===== src/verilog/fcpu_macros.svh =====
`ifndef FCPU_MACROS_SVH
`define FCPU_MACROS_SVH

// Register and data path width
`define FCPU_DATA_W 16

// Architectural registers, indexed by 3-bit fields in the instruction word
`define FCPU_NREGS 8

// Entries per issue queue and starting credits held by decode
`define FCPU_QDEPTH 2

// Credits the instruction source starts with
`define FCPU_INSTR_CREDITS 2

// Result tag width
`define FCPU_TAG_W 4

`endif

===== src/verilog/fcpu_pkg.sv =====
`include "fcpu_macros.svh"

package fcpu_pkg;

   localparam int REG_W = $clog2(`FCPU_NREGS);

   typedef logic [`FCPU_DATA_W-1:0] data_t;
   typedef logic [`FCPU_TAG_W-1:0]  tag_t;
   typedef logic [REG_W-1:0]        reg_idx_t;

   typedef enum logic [3:0] {
      OP_ADD  = 4'h0,
      OP_SUB  = 4'h1,
      OP_AND  = 4'h2,
      OP_XOR  = 4'h3,
      OP_ADDI = 4'h4,
      OP_LI   = 4'h5,
      OP_LD   = 4'h6,
      OP_ST   = 4'h7
   } opcode_t;

   // Instruction word as it arrives from the source
   // rs2 sits in imm[2:0] for register-register operations
   typedef struct packed {
      opcode_t    opcode;
      reg_idx_t   rd;
      reg_idx_t   rs1;
      logic [5:0] imm;
   } instr_t;

   // Operation with its operands already read, as held in the issue queues
   typedef struct packed {
      tag_t     tag;
      opcode_t  opcode;
      reg_idx_t rd;
      logic     write_en;
      data_t    op_a;
      data_t    op_b;
      data_t    imm;
   } issue_t;

   // One result on the common data bus
   typedef struct packed {
      tag_t     tag;
      reg_idx_t rd;
      logic     write_en;
      data_t    value;
   } cdb_t;

endpackage


===== src/verilog/fcpu.sv =====
`timescale 1ns/1ps
`include "fcpu_macros.svh"

module fcpu import fcpu_pkg::*; (
   input  logic   clk,
   input  logic   arst_n,
   input  logic   instr_valid,
   input  instr_t instr,
   output logic   instr_credit,
   output logic   cdb_valid,
   output cdb_t   cdb
);

   // Decode side of the queues
   logic   alu_push;
   issue_t alu_entry;
   logic   alu_credit;
   logic   mem_push;
   issue_t mem_entry;
   logic   mem_credit;

   // Queue heads toward the units
   logic   alu_q_valid;
   issue_t alu_q_entry;
   logic   alu_pop;
   logic   mem_q_valid;
   issue_t mem_q_entry;
   logic   mem_pop;

   // Unit results toward the arbiter
   logic   alu_res_valid;
   cdb_t   alu_res;
   logic   alu_res_ready;
   logic   mem_res_valid;
   cdb_t   mem_res;
   logic   mem_res_ready;

   fcpu_decode decode_i (
      .clk          (clk),
      .arst_n       (arst_n),
      .instr_valid  (instr_valid),
      .instr        (instr),
      .instr_credit (instr_credit),
      .alu_push     (alu_push),
      .alu_entry    (alu_entry),
      .alu_credit   (alu_credit),
      .mem_push     (mem_push),
      .mem_entry    (mem_entry),
      .mem_credit   (mem_credit),
      .cdb_valid    (cdb_valid),
      .cdb          (cdb)
   );

   issue_queue #(
      .entry_t (issue_t),
      .depth   (`FCPU_QDEPTH)
   ) alu_queue_i (
      .clk       (clk),
      .arst_n    (arst_n),
      .push      (alu_push),
      .entry_in  (alu_entry),
      .valid     (alu_q_valid),
      .entry_out (alu_q_entry),
      .pop       (alu_pop),
      .credit    (alu_credit)
   );

   issue_queue #(
      .entry_t (issue_t),
      .depth   (`FCPU_QDEPTH)
   ) mem_queue_i (
      .clk       (clk),
      .arst_n    (arst_n),
      .push      (mem_push),
      .entry_in  (mem_entry),
      .valid     (mem_q_valid),
      .entry_out (mem_q_entry),
      .pop       (mem_pop),
      .credit    (mem_credit)
   );

   alu_unit alu_i (
      .clk       (clk),
      .arst_n    (arst_n),
      .valid     (alu_q_valid),
      .entry     (alu_q_entry),
      .pop       (alu_pop),
      .res_valid (alu_res_valid),
      .res       (alu_res),
      .res_ready (alu_res_ready)
   );

   memory_management_unit mmu_i (
      .clk       (clk),
      .arst_n    (arst_n),
      .valid     (mem_q_valid),
      .entry     (mem_q_entry),
      .pop       (mem_pop),
      .res_valid (mem_res_valid),
      .res       (mem_res),
      .res_ready (mem_res_ready)
   );

   cdb_arbiter arbiter_i (
      .clk       (clk),
      .arst_n    (arst_n),
      .alu_valid (alu_res_valid),
      .alu_res   (alu_res),
      .alu_ready (alu_res_ready),
      .mem_valid (mem_res_valid),
      .mem_res   (mem_res),
      .mem_ready (mem_res_ready),
      .cdb_valid (cdb_valid),
      .cdb       (cdb)
   );

endmodule


===== src/verilog/cdb_arbiter.sv =====
`timescale 1ns/1ps

module cdb_arbiter import fcpu_pkg::*; (
   input  logic clk,
   input  logic arst_n,
   input  logic alu_valid,
   input  cdb_t alu_res,
   output logic alu_ready,
   input  logic mem_valid,
   input  cdb_t mem_res,
   output logic mem_ready,
   output logic cdb_valid,
   output cdb_t cdb
);

   logic any_valid;
   cdb_t winner;

   // Memory results have priority and the ALU waits a cycle on a collision
   assign mem_ready = mem_valid;
   assign alu_ready = alu_valid && !mem_valid;
   assign any_valid = mem_valid || alu_valid;
   assign winner    = mem_valid ? mem_res : alu_res;

   // The bus is never back-pressured, so the register reloads every cycle
   always_ff @(posedge clk or negedge arst_n) begin
      if (!arst_n)
         cdb_valid <= 1'b0;
      else
         cdb_valid <= any_valid;
   end

   always_ff @(posedge clk) begin
      if (any_valid)
         cdb <= winner;
   end

endmodule


===== src/verilog/memory_management_unit.sv =====
`timescale 1ns/1ps

module memory_management_unit import fcpu_pkg::*; (
   input  logic   clk,
   input  logic   arst_n,
   input  logic   valid,
   input  issue_t entry,
   output logic   pop,
   output logic   res_valid,
   output cdb_t   res,
   input  logic   res_ready
);

   localparam int MEM_WORDS = 16;
   localparam int ADDR_W    = $clog2(MEM_WORDS);

   data_t             mem [MEM_WORDS];
   issue_t            s1;
   logic              s1_valid;
   logic              s1_adv;
   data_t             eff_addr;
   logic [ADDR_W-1:0] addr;
   logic              is_store;

   // Stage 1 moves on only if stage 2 is free or being taken
   assign s1_adv = s1_valid && (!res_valid || res_ready);
   assign pop    = valid && (!s1_valid || s1_adv);

   assign eff_addr = s1.op_a + s1.imm;
   assign addr     = eff_addr[ADDR_W-1:0];
   assign is_store = (s1.opcode == OP_ST);

   always_ff @(posedge clk or negedge arst_n) begin
      if (!arst_n) begin
         s1_valid  <= 1'b0;
         res_valid <= 1'b0;
         for (int i = 0; i < MEM_WORDS; i++)
            mem[i] <= '0;
      end else begin
         if (pop)
            s1_valid <= 1'b1;
         else if (s1_adv)
            s1_valid <= 1'b0;

         if (s1_adv)
            res_valid <= 1'b1;
         else if (res_ready)
            res_valid <= 1'b0;

         if (s1_adv && is_store)
            mem[addr] <= s1.op_b;
      end
   end

   always_ff @(posedge clk) begin
      if (pop)
         s1 <= entry;
      if (s1_adv) begin
         res.tag      <= s1.tag;
         res.rd       <= s1.rd;
         res.write_en <= s1.write_en;
         // A store reports the value it wrote
         res.value    <= is_store ? s1.op_b : mem[addr];
      end
   end

endmodule


===== src/verilog/alu_unit.sv =====
`timescale 1ns/1ps

module alu_unit import fcpu_pkg::*; (
   input  logic   clk,
   input  logic   arst_n,
   input  logic   valid,
   input  issue_t entry,
   output logic   pop,
   output logic   res_valid,
   output cdb_t   res,
   input  logic   res_ready
);

   data_t result;

   // Take a new operation when the result register is empty or draining
   assign pop = valid && (!res_valid || res_ready);

   always_comb begin
      case (entry.opcode)
         OP_ADD:  result = entry.op_a + entry.op_b;
         OP_SUB:  result = entry.op_a - entry.op_b;
         OP_AND:  result = entry.op_a & entry.op_b;
         OP_XOR:  result = entry.op_a ^ entry.op_b;
         OP_ADDI: result = entry.op_a + entry.imm;
         OP_LI:   result = entry.imm;
         default: result = '0;
      endcase
   end

   always_ff @(posedge clk or negedge arst_n) begin
      if (!arst_n) begin
         res_valid <= 1'b0;
      end else begin
         if (pop)
            res_valid <= 1'b1;
         else if (res_ready)
            res_valid <= 1'b0;
      end
   end

   always_ff @(posedge clk) begin
      if (pop) begin
         res.tag      <= entry.tag;
         res.rd       <= entry.rd;
         res.write_en <= entry.write_en;
         res.value    <= result;
      end
   end

endmodule


===== src/verilog/fcpu_decode.sv =====
`timescale 1ns/1ps
`include "fcpu_macros.svh"

module fcpu_decode import fcpu_pkg::*; (
   input  logic   clk,
   input  logic   arst_n,
   input  logic   instr_valid,
   input  instr_t instr,
   output logic   instr_credit,
   output logic   alu_push,
   output issue_t alu_entry,
   input  logic   alu_credit,
   output logic   mem_push,
   output issue_t mem_entry,
   input  logic   mem_credit,
   input  logic   cdb_valid,
   input  cdb_t   cdb
);

   localparam int QCNT_W = $clog2(`FCPU_QDEPTH + 1);

   data_t                 regs [`FCPU_NREGS];
   logic [`FCPU_NREGS-1:0] busy;
   tag_t                  tag;
   logic [QCNT_W-1:0]     alu_cnt;
   logic [QCNT_W-1:0]     mem_cnt;

   logic     head_valid;
   instr_t   head;
   reg_idx_t rs2;
   logic     to_mem;
   logic     write_en;
   logic     srcs_ready;
   logic     have_credit;
   logic     issue;
   issue_t   entry;

   // Skid buffer for incoming instructions that returns a credit on each pop
   issue_queue #(
      .entry_t (instr_t),
      .depth   (`FCPU_INSTR_CREDITS)
   ) instr_buf_i (
      .clk       (clk),
      .arst_n    (arst_n),
      .push      (instr_valid),
      .entry_in  (instr),
      .valid     (head_valid),
      .entry_out (head),
      .pop       (issue),
      .credit    (instr_credit)
   );

   assign rs2 = head.imm[REG_W-1:0];

   always_comb begin
      to_mem   = (head.opcode == OP_LD) || (head.opcode == OP_ST);
      write_en = (head.opcode != OP_ST);

      // rd is a source for ST and a WAW guard for everything else
      srcs_ready = !busy[head.rd];
      if (head.opcode != OP_LI)
         srcs_ready = srcs_ready && !busy[head.rs1];
      if (head.opcode inside {OP_ADD, OP_SUB, OP_AND, OP_XOR})
         srcs_ready = srcs_ready && !busy[rs2];

      have_credit = to_mem ? (mem_cnt != '0) : (alu_cnt != '0);
      issue       = head_valid && srcs_ready && have_credit;

      entry.tag      = tag;
      entry.opcode   = head.opcode;
      entry.rd       = head.rd;
      entry.write_en = write_en;
      entry.op_a     = regs[head.rs1];
      entry.op_b     = (head.opcode == OP_ST) ? regs[head.rd] : regs[rs2];
      if (head.opcode == OP_LI)
         entry.imm = {{(`FCPU_DATA_W - 9){1'b0}}, head.rs1, head.imm};
      else
         entry.imm = {{(`FCPU_DATA_W - 6){head.imm[5]}}, head.imm};
   end

   assign alu_push  = issue && !to_mem;
   assign mem_push  = issue && to_mem;
   assign alu_entry = entry;
   assign mem_entry = entry;

   always_ff @(posedge clk or negedge arst_n) begin
      if (!arst_n) begin
         for (int i = 0; i < `FCPU_NREGS; i++)
            regs[i] <= '0;
         busy    <= '0;
         tag     <= '0;
         alu_cnt <= QCNT_W'(`FCPU_QDEPTH);
         mem_cnt <= QCNT_W'(`FCPU_QDEPTH);
      end else begin
         if (cdb_valid && cdb.write_en) begin
            regs[cdb.rd] <= cdb.value;
            busy[cdb.rd] <= 1'b0;
         end
         if (issue && write_en)
            busy[head.rd] <= 1'b1;
         if (issue)
            tag <= tag + 1'b1;
         alu_cnt <= alu_cnt + QCNT_W'(alu_credit) - QCNT_W'(alu_push);
         mem_cnt <= mem_cnt + QCNT_W'(mem_credit) - QCNT_W'(mem_push);
      end
   end

endmodule


===== src/verilog/issue_queue.sv =====
`timescale 1ns/1ps
`include "fcpu_macros.svh"

module issue_queue import fcpu_pkg::*; #(
   parameter type entry_t = issue_t,
   parameter int  depth   = `FCPU_QDEPTH
) (
   input  logic   clk,
   input  logic   arst_n,
   input  logic   push,
   input  entry_t entry_in,
   output logic   valid,
   output entry_t entry_out,
   input  logic   pop,
   output logic   credit
);

   localparam int PTR_W = (depth > 1) ? $clog2(depth) : 1;
   localparam int CNT_W = $clog2(depth + 1);

   entry_t           slots [depth];
   logic [PTR_W-1:0] wr_ptr;
   logic [PTR_W-1:0] rd_ptr;
   logic [CNT_W-1:0] count;
   logic             do_pop;

   function automatic logic [PTR_W-1:0] next_ptr(input logic [PTR_W-1:0] ptr);
      if (ptr == PTR_W'(depth - 1))
         return '0;
      return ptr + 1'b1;
   endfunction

   assign valid     = (count != '0);
   assign entry_out = slots[rd_ptr];
   assign do_pop    = pop & valid;

   always_ff @(posedge clk or negedge arst_n) begin
      if (!arst_n) begin
         wr_ptr <= '0;
         rd_ptr <= '0;
         count  <= '0;
         credit <= 1'b0;
      end else begin
         if (push)
            wr_ptr <= next_ptr(wr_ptr);
         if (do_pop)
            rd_ptr <= next_ptr(rd_ptr);
         count  <= count + CNT_W'(push) - CNT_W'(do_pop);
         // One credit back to the sender per entry removed
         credit <= do_pop;
      end
   end

   always_ff @(posedge clk) begin
      if (push)
         slots[wr_ptr] <= entry_in;
   end

endmodule


===== config.mk =====
export PLATFORM = sky130hd
export DESIGN_NAME = fcpu
export DESIGN_NICKNAME = d
export VERILOG_FILES = /design/src/verilog/fcpu_pkg.sv /design/src/verilog/fcpu.sv /design/src/verilog/cdb_arbiter.sv /design/src/verilog/memory_management_unit.sv /design/src/verilog/alu_unit.sv /design/src/verilog/fcpu_decode.sv /design/src/verilog/issue_queue.sv
export VERILOG_INCLUDE_DIRS = /design/src /design/src/verilog
export SDC_FILE = /design/constraint.sdc
export NUM_CORES = 1
export LEC_CHECK = 0
export BUFFER_PORTS_ARGS = -buffer_cell sky130_fd_sc_hd__buf_2
export CAP_MARGIN = 5
export CORE_MARGIN = 5
export CORE_UTILIZATION = 60
export CTS_BUF_LIST = sky130_fd_sc_hd__clkbuf_4
export DETAILED_ROUTE_END_ITERATION = 6
export PLACE_DENSITY_LB_ADDON = 0.2
export SLEW_MARGIN = 20
export SYNTH_ARGS = -nofsm -noshare
export SYNTH_HDL_FRONTEND = slang
export SYNTH_HIERARCHICAL = 1
export SYNTH_SLANG_ARGS = --single-unit

===== constraint.sdc =====
create_clock -name clk -period 5.15 [get_ports clk]
set_input_delay 0.7725 -clock clk [delete_from_list [all_inputs] [get_ports clk]]
set_output_delay 0.7725 -clock clk [all_outputs]
set_load 0.01 [all_outputs]

==> results.json, run 1 <==
{
  "status": "completed",
  "clkSinkCount": 751,
  "grt_use_met2_pct": 41.2,
  "post_drt_wl_per_cell_um": 24.7,
  "maxCapViolCount": 0,
  "clock_latency_ns": 1.03,
  "ir_drop_mv": 0.938,
  "root_buffer": "clkbuf_4",
  "synth_area_um2": 36200,
  "die-area_um2": 65300,
  "vias": 20600,
  "fill_cells": 4303,
  "ff2ff_path_depth": 15,
  "drt_iter0_markers": 1539,
  "fin_setup_tns_ns": 0,
  "cts_hold_buffers": 18,
  "cts_tree": "yes",
  "track_usage_pct": 25.6,
  "setup_violations": 0,
  "post_drt_via_cell_ratio": 6.19,
  "critPathLaunch": "alu_queue_i/rd_ptr",
  "ant_nets": 0,
  "drive_gt1_share_pct": 44.2,
  "post_cts_buffers": 0,
  "top_usage_layer": "met2",
  "post-route-period-util_pct": 92.1,
  "post_cts_resized": 0,
  "cp_max_fo": 14,
  "antenna_found_initial": 5,
  "rows": 90,
  "die_y_um": 256,
  "r2r-end": "alu_i/res[15]",
  "worst_pin_slew_ns": 0.949,
  "drcViolationCount": 0,
  "mostFrequentLayoutCells": "dfrtp_1 (415), mux2_2 (407), edfxtp_1 (332)",
  "leakage_uw": 0.0167,
  "fmax_mhz": 211,
  "rsz0062_at_grt": "false",
  "ctsHtreeMaxLevel": 4,
  "rr_startpoint": "alu_queue_i/rd_ptr",
  "cts_buffers": 185,
  "hp-class": "in -> async",
  "ios": 45,
  "pre_cts_slack_ns": 0.478,
  "fin_util_pct": 65.4,
  "grtUsageMet3_pct": 6.08,
  "grt_util_met1_pct": 34.6,
  "synth_area_per_cell_um2": 15.9,
  "maxSlewHeadroom_pct": 36.5,
  "drt_wl_total_um": 82200,
  "grt_pass1_vias": 22100,
  "dp_cells": 2969,
  "syn_inst": 2274,
  "drt_first_pass_iters": 7,
  "final_common_cell": "dfrtp_1",
  "power_uw": 30000,
  "finalWorstSetupSlack_ns": 0.405,
  "dp_hpwl_um": 51900,
  "clk_pin_slew_worst_paths_ns": 0.06,
  "grt_pass1_wl_um": 130000,
  "cts_buffer_depth": 3,
  "grt_max_degree": 132,
  "gp_congestion": 0.873,
  "cp-start-kind": "register",
  "start_util_pct": 60.3,
  "hold_viol_final": 0,
  "required_ns": 5.86,
  "seq_area_um2": 20500,
  "stdcell_count": 3328,
  "syn_to_final_growth_pct": 8.47,
  "post-route-min-period_ns": 4.75,
  "power.density_cell_area_nw_per_um2": 765,
  "cp-end-kind": "register",
  "grt_overflow_total": 0,
  "num-nets-final": 2464,
  "yosys_warnings": 6,
  "worst-setup-path-type": "reg -> reg",
  "die_w_um": 256,
  "synth_fp_nets": 2346,
  "core_um2": 60000,
  "ff2ff_setup_slack_ns": 0.40,
  "crit_arrival_ns": 5.46,
  "final-max-slew-violation-count": 0,
  "port_buffers": 44,
  "multi_input_area_um2": 14400,
  "finalClockSkew_ns": 0.0639
}
[layer usage]
metal / wire, um / part of all wire (%) / vias to the layer above
li1: - / - / 9075
met1: 34400 / 42 / 10700
met2: 40300 / 49 / 685
met3: 5240 / 6.4 / 178
met4: 2280 / 2.8 / 0
met5: 0 / 0 / -
[power breakdown]
part	total (uW)	switching, uW	internal (uW)
combinational	13800	7420	6340
clock	5000	2360	2640
sequential	11300	1790	9500
total	30000	11600	18500
[state kept, by name, summed over array words and instances, names as in the netlist, 2 cells and up]
register / flops
mem_queue_i/slots: 72
alu_i/res: 24
mem_queue_i/count: 2
alu_queue_i/count: 2
decode_i/busy: 8
decode_i/instr_buf_i/count: 2
decode_i/tag: 4
decode_i/instr_buf_i/slots: 32
mmu_i/s1: 36
decode_i/mem_cnt: 2
arbiter_i/cdb: 24
mmu_i/mem: 256
decode_i/alu_cnt: 2
alu_queue_i/slots: 120
decode_i/regs: 128
mmu_i/res: 24
[stage by stage]
| stage | cell area [um2] | hold WS (ns) |
|---|---|---|
| after detailed placement | 36600 | 0.406 |
| final | 39300 | 0.338 |
| after global placement | 36600 | 0.404 |
| after global routing | 39300 | 0.322 |
| after CTS | 39200 | 0.279 |
| after floorplan | 36200 | 0.400 |
[critical path, stage by stage (launching register included)]
cell,delay (ns)
dfrtp_4,0.59
mux2_4,0.37
or4_4,0.57
or4_4,0.49
or3_2,0.46
o31ai_1,0.27
o21ai_0,0.12
a31o_2,0.25
ha_1,0.34
nand2_1,0.09
nor2_1,0.04
a211oi_1,0.24
o21bai_1,0.10
a211oi_1,0.30
xnor2_1,0.15
o21ai_1,0.07
[area by class of cell]
class | count | area share (%)
clock buffer | 274 | 5.24
clock inverter | 60 | 0.947
antenna | 7 | 0.0446
timing repair buffer | 118 | 2.24
multi-input combinational | 1315 | 36.7
inverter | 21 | 0.201
tap | 782 | 2.49
sequential | 751 | 52.1
[worst max path at each step]
| stage | endpoint |
|---|---|
| floorplan | alu_i/res[15] |
| global placement | alu_i/res[15] |
| detailed placement | alu_i/res[15] |
| CTS | alu_i/res[15] |
| global route | alu_i/res[15] |
| finish | alu_i/res[15] |
Power figures use the tool's default switching activity.
==> run 2, diff against run 1 <==
--- a/config.mk
+++ b/config.mk
@@ -8,10 +8,10 @@
 export LEC_CHECK = 0
 export BUFFER_PORTS_ARGS = -buffer_cell sky130_fd_sc_hd__buf_2
 export CAP_MARGIN = 5
-export CORE_MARGIN = 5
-export CORE_UTILIZATION = 60
+export CORE_UTILIZATION = 50
 export CTS_BUF_LIST = sky130_fd_sc_hd__clkbuf_4
 export DETAILED_ROUTE_END_ITERATION = 6
+export HOLD_SLACK_MARGIN = 0.06
 export PLACE_DENSITY_LB_ADDON = 0.2
 export SLEW_MARGIN = 20
 export SYNTH_ARGS = -nofsm -noshare
==> results.json, run 2 (synthesis gave the netlist of run 1 again) <==
{
  "status": "completed",
  "p_clk_share_pct": 16.9,
  "p_sw_share_pct": 38.8,
  "power_switching_uw": 11700,
  "rsz0062_at_grt": "false",
  "power.density_cell_area_nw_per_um2": 763,
  "clock_latency_ns": 1.06,
  "ff2ff_path_depth": 15,
  "grt_pass1_vias": 21600,
  "cts_buffers": 194,
  "largest_register_ffs": 256,
  "gp_congestion": 0.871,
  "rr_startpoint": "alu_queue_i/rd_ptr",
  "top_regs": "mmu_i/mem x256, decode_i/regs x128, alu_queue_i/slots x120",
  "drive_gt1_share_pct": 44.2,
  "die_w_um": 271,
  "path_cells": "mux2_4 -> or4_4 -> or4_4 -> or3_2 -> o31ai_1 -> o21ai_0 -> a31o_2 -> ha_1 -> nand2_1 -> nor2_1 -> a211oi_1 -> o21bai_1 -> a211oi_1 -> xnor2_1 -> o21ai_1",
  "drt_iter0_markers": 1446,
  "ant_nets": 0,
  "power_frac_comb_pct": 45.9,
  "syn_to_final_growth_pct": 9.34,
  "start_util_pct": 50.5,
  "required_ns": 5.88,
  "fmax_mhz": 216,
  "root_buffer": "clkbuf_4",
  "dp_hpwl_um": 53000,
  "drt_wl_total_um": 84400,
  "worst_pin_slew_ns": 0.993,
  "rows": 98,
  "maxSlewHeadroom_pct": 33.6,
  "post_drt_wl_per_cell_um": 24.0,
  "hold_slack_ns": 0.281,
  "ios": 45,
  "cts_tree": "yes",
  "cts_buffer_depth": 3,
  "leakage_uw": 0.0168,
  "drt_first_pass_iters": 6,
  "track_usage_pct": 23.6,
  "setup_violations": 0,
  "ir_drop_mv": 0.695,
  "drcViolationCount": 0,
  "mostFrequentLayoutCells": "dfrtp_1 (414), mux2_2 (407), edfxtp_1 (332)",
  "cp-start-kind": "register",
  "hp-class": "in -> async",
  "crit_slowest_cell": "dfrtp_4",
  "r2r-end": "alu_i/res[15]",
  "grt_overflow_total": 0,
  "largest_register": "mmu_i/mem",
  "power_uw": 30200,
  "finalClockSkew_ns": 0.0622,
  "cp-end-kind": "register",
  "post-route-min-period_ns": 4.64,
  "final_common_cell": "dfrtp_1",
  "fin_setup_tns_ns": 0,
  "power.internal_uw": 18500,
  "cpPeakStageDelay_ns": 0.57,
  "ctsHtreeMaxLevel": 4,
  "die_y_um": 271,
  "final-max-slew-violation-count": 0,
  "die-area_um2": 73500,
  "p_seq_share_pct": 37.2,
  "grt_pass1_wl_um": 131000,
  "clk_pin_slew_worst_paths_ns": 0.07,
  "port_buffers": 44,
  "hold_viol_final": 0,
  "post_drt_via_cell_ratio": 5.85,
  "antenna_found_initial": 5,
  "vias": 20600,
  "num-nets-final": 2473,
  "grt_max_degree": 143,
  "post-route-period-util_pct": 90.0,
  "clkSinkCount": 751,
  "core_um2": 71600,
  "worst-setup-path-type": "reg -> reg",
  "cp_max_fo": 10,
  "ff2ff_setup_slack_ns": 0.51,
  "crit_arrival_ns": 5.37,
  "maxCapViolCount": 0,
  "critPathLaunch": "alu_queue_i/rd_ptr",
  "post_cts_buffers": 0
}
run 2: cell count changes in the layout (fill, tap and decap cells not counted), sizes merged:
cell and delta:
clkbuf +10, clkinv +16, diode +1, bufinv -2
clkinvlp -4
run 2: worst max path at each step:
stage / to / slack [ns] / cells after the start
global route: alu_i/res[15] / 0.26 / 15
finish: alu_i/res[15] / 0.51 / 15
detailed placement: alu_i/res[15] / 0.54 / 15
floorplan: alu_i/res[15] / 0.76 / 17
global placement: alu_i/res[15] / 0.53 / 15
CTS: alu_i/res[15] / 0.52 / 15
run 2: final cells by class:
class,count,area (um2)
clock inverter,70,372
clock buffer,284,2130
inverter,21,78.8
fill,5888,32000
tap,950,1190
multi-input combinational,1315,14400
antenna,8,20.0
sequential,751,20500
timing repair buffer,118,906
run 2: power groups by stage:
stage / registers, uW / logic, uW / clock network (uW)
floorplan: 10600 / 10900 / 0
finish: 11200 / 13900 / 5100
global route: 11600 / 14900 / 5580
CTS: 11200 / 14000 / 5270
detailed placement: 11300 / 13900 / 0
global placement: 11200 / 13700 / 0
run 2: per-layer routing:
metal	vias up	routed length, um	part of all wire [%]	global-route usage, %
li1	9124	-	-	-
met1	10700	36400	43	31.2
met2	612	41200	49	37.8
met3	157	4510	5.3	4.71
met4	2	2300	2.7	10.4
met5	-	13	0.015	0
run 2: timing repair:
item	4_1_cts	5_1_grt
hold buffers	18	0
hold endpoints to repair	89	0
resized for setup	0	0
run 2: through the flow:
stage	instances	area (um2)	utilization [%]	setup WS, ns
after detailed placement	3137	36900	51.5	0.540
final	3517	39600	55.3	0.513
after global routing	3516	39600	55.3	0.261
after CTS	3509	39500	55.2	0.516
after floorplan	2274	36200	-	0.757
after global placement	3137	36900	51.5	0.527
run 2: critical path: cells and delay by family, from the launching register on:
family          cells  cell delay (ns)
compound gates      7             1.31
xor+xnor            1             0.15
fa+ha+maj           1             0.34
flops               1             0.57
mux                 1             0.35
simple gates        5             1.63
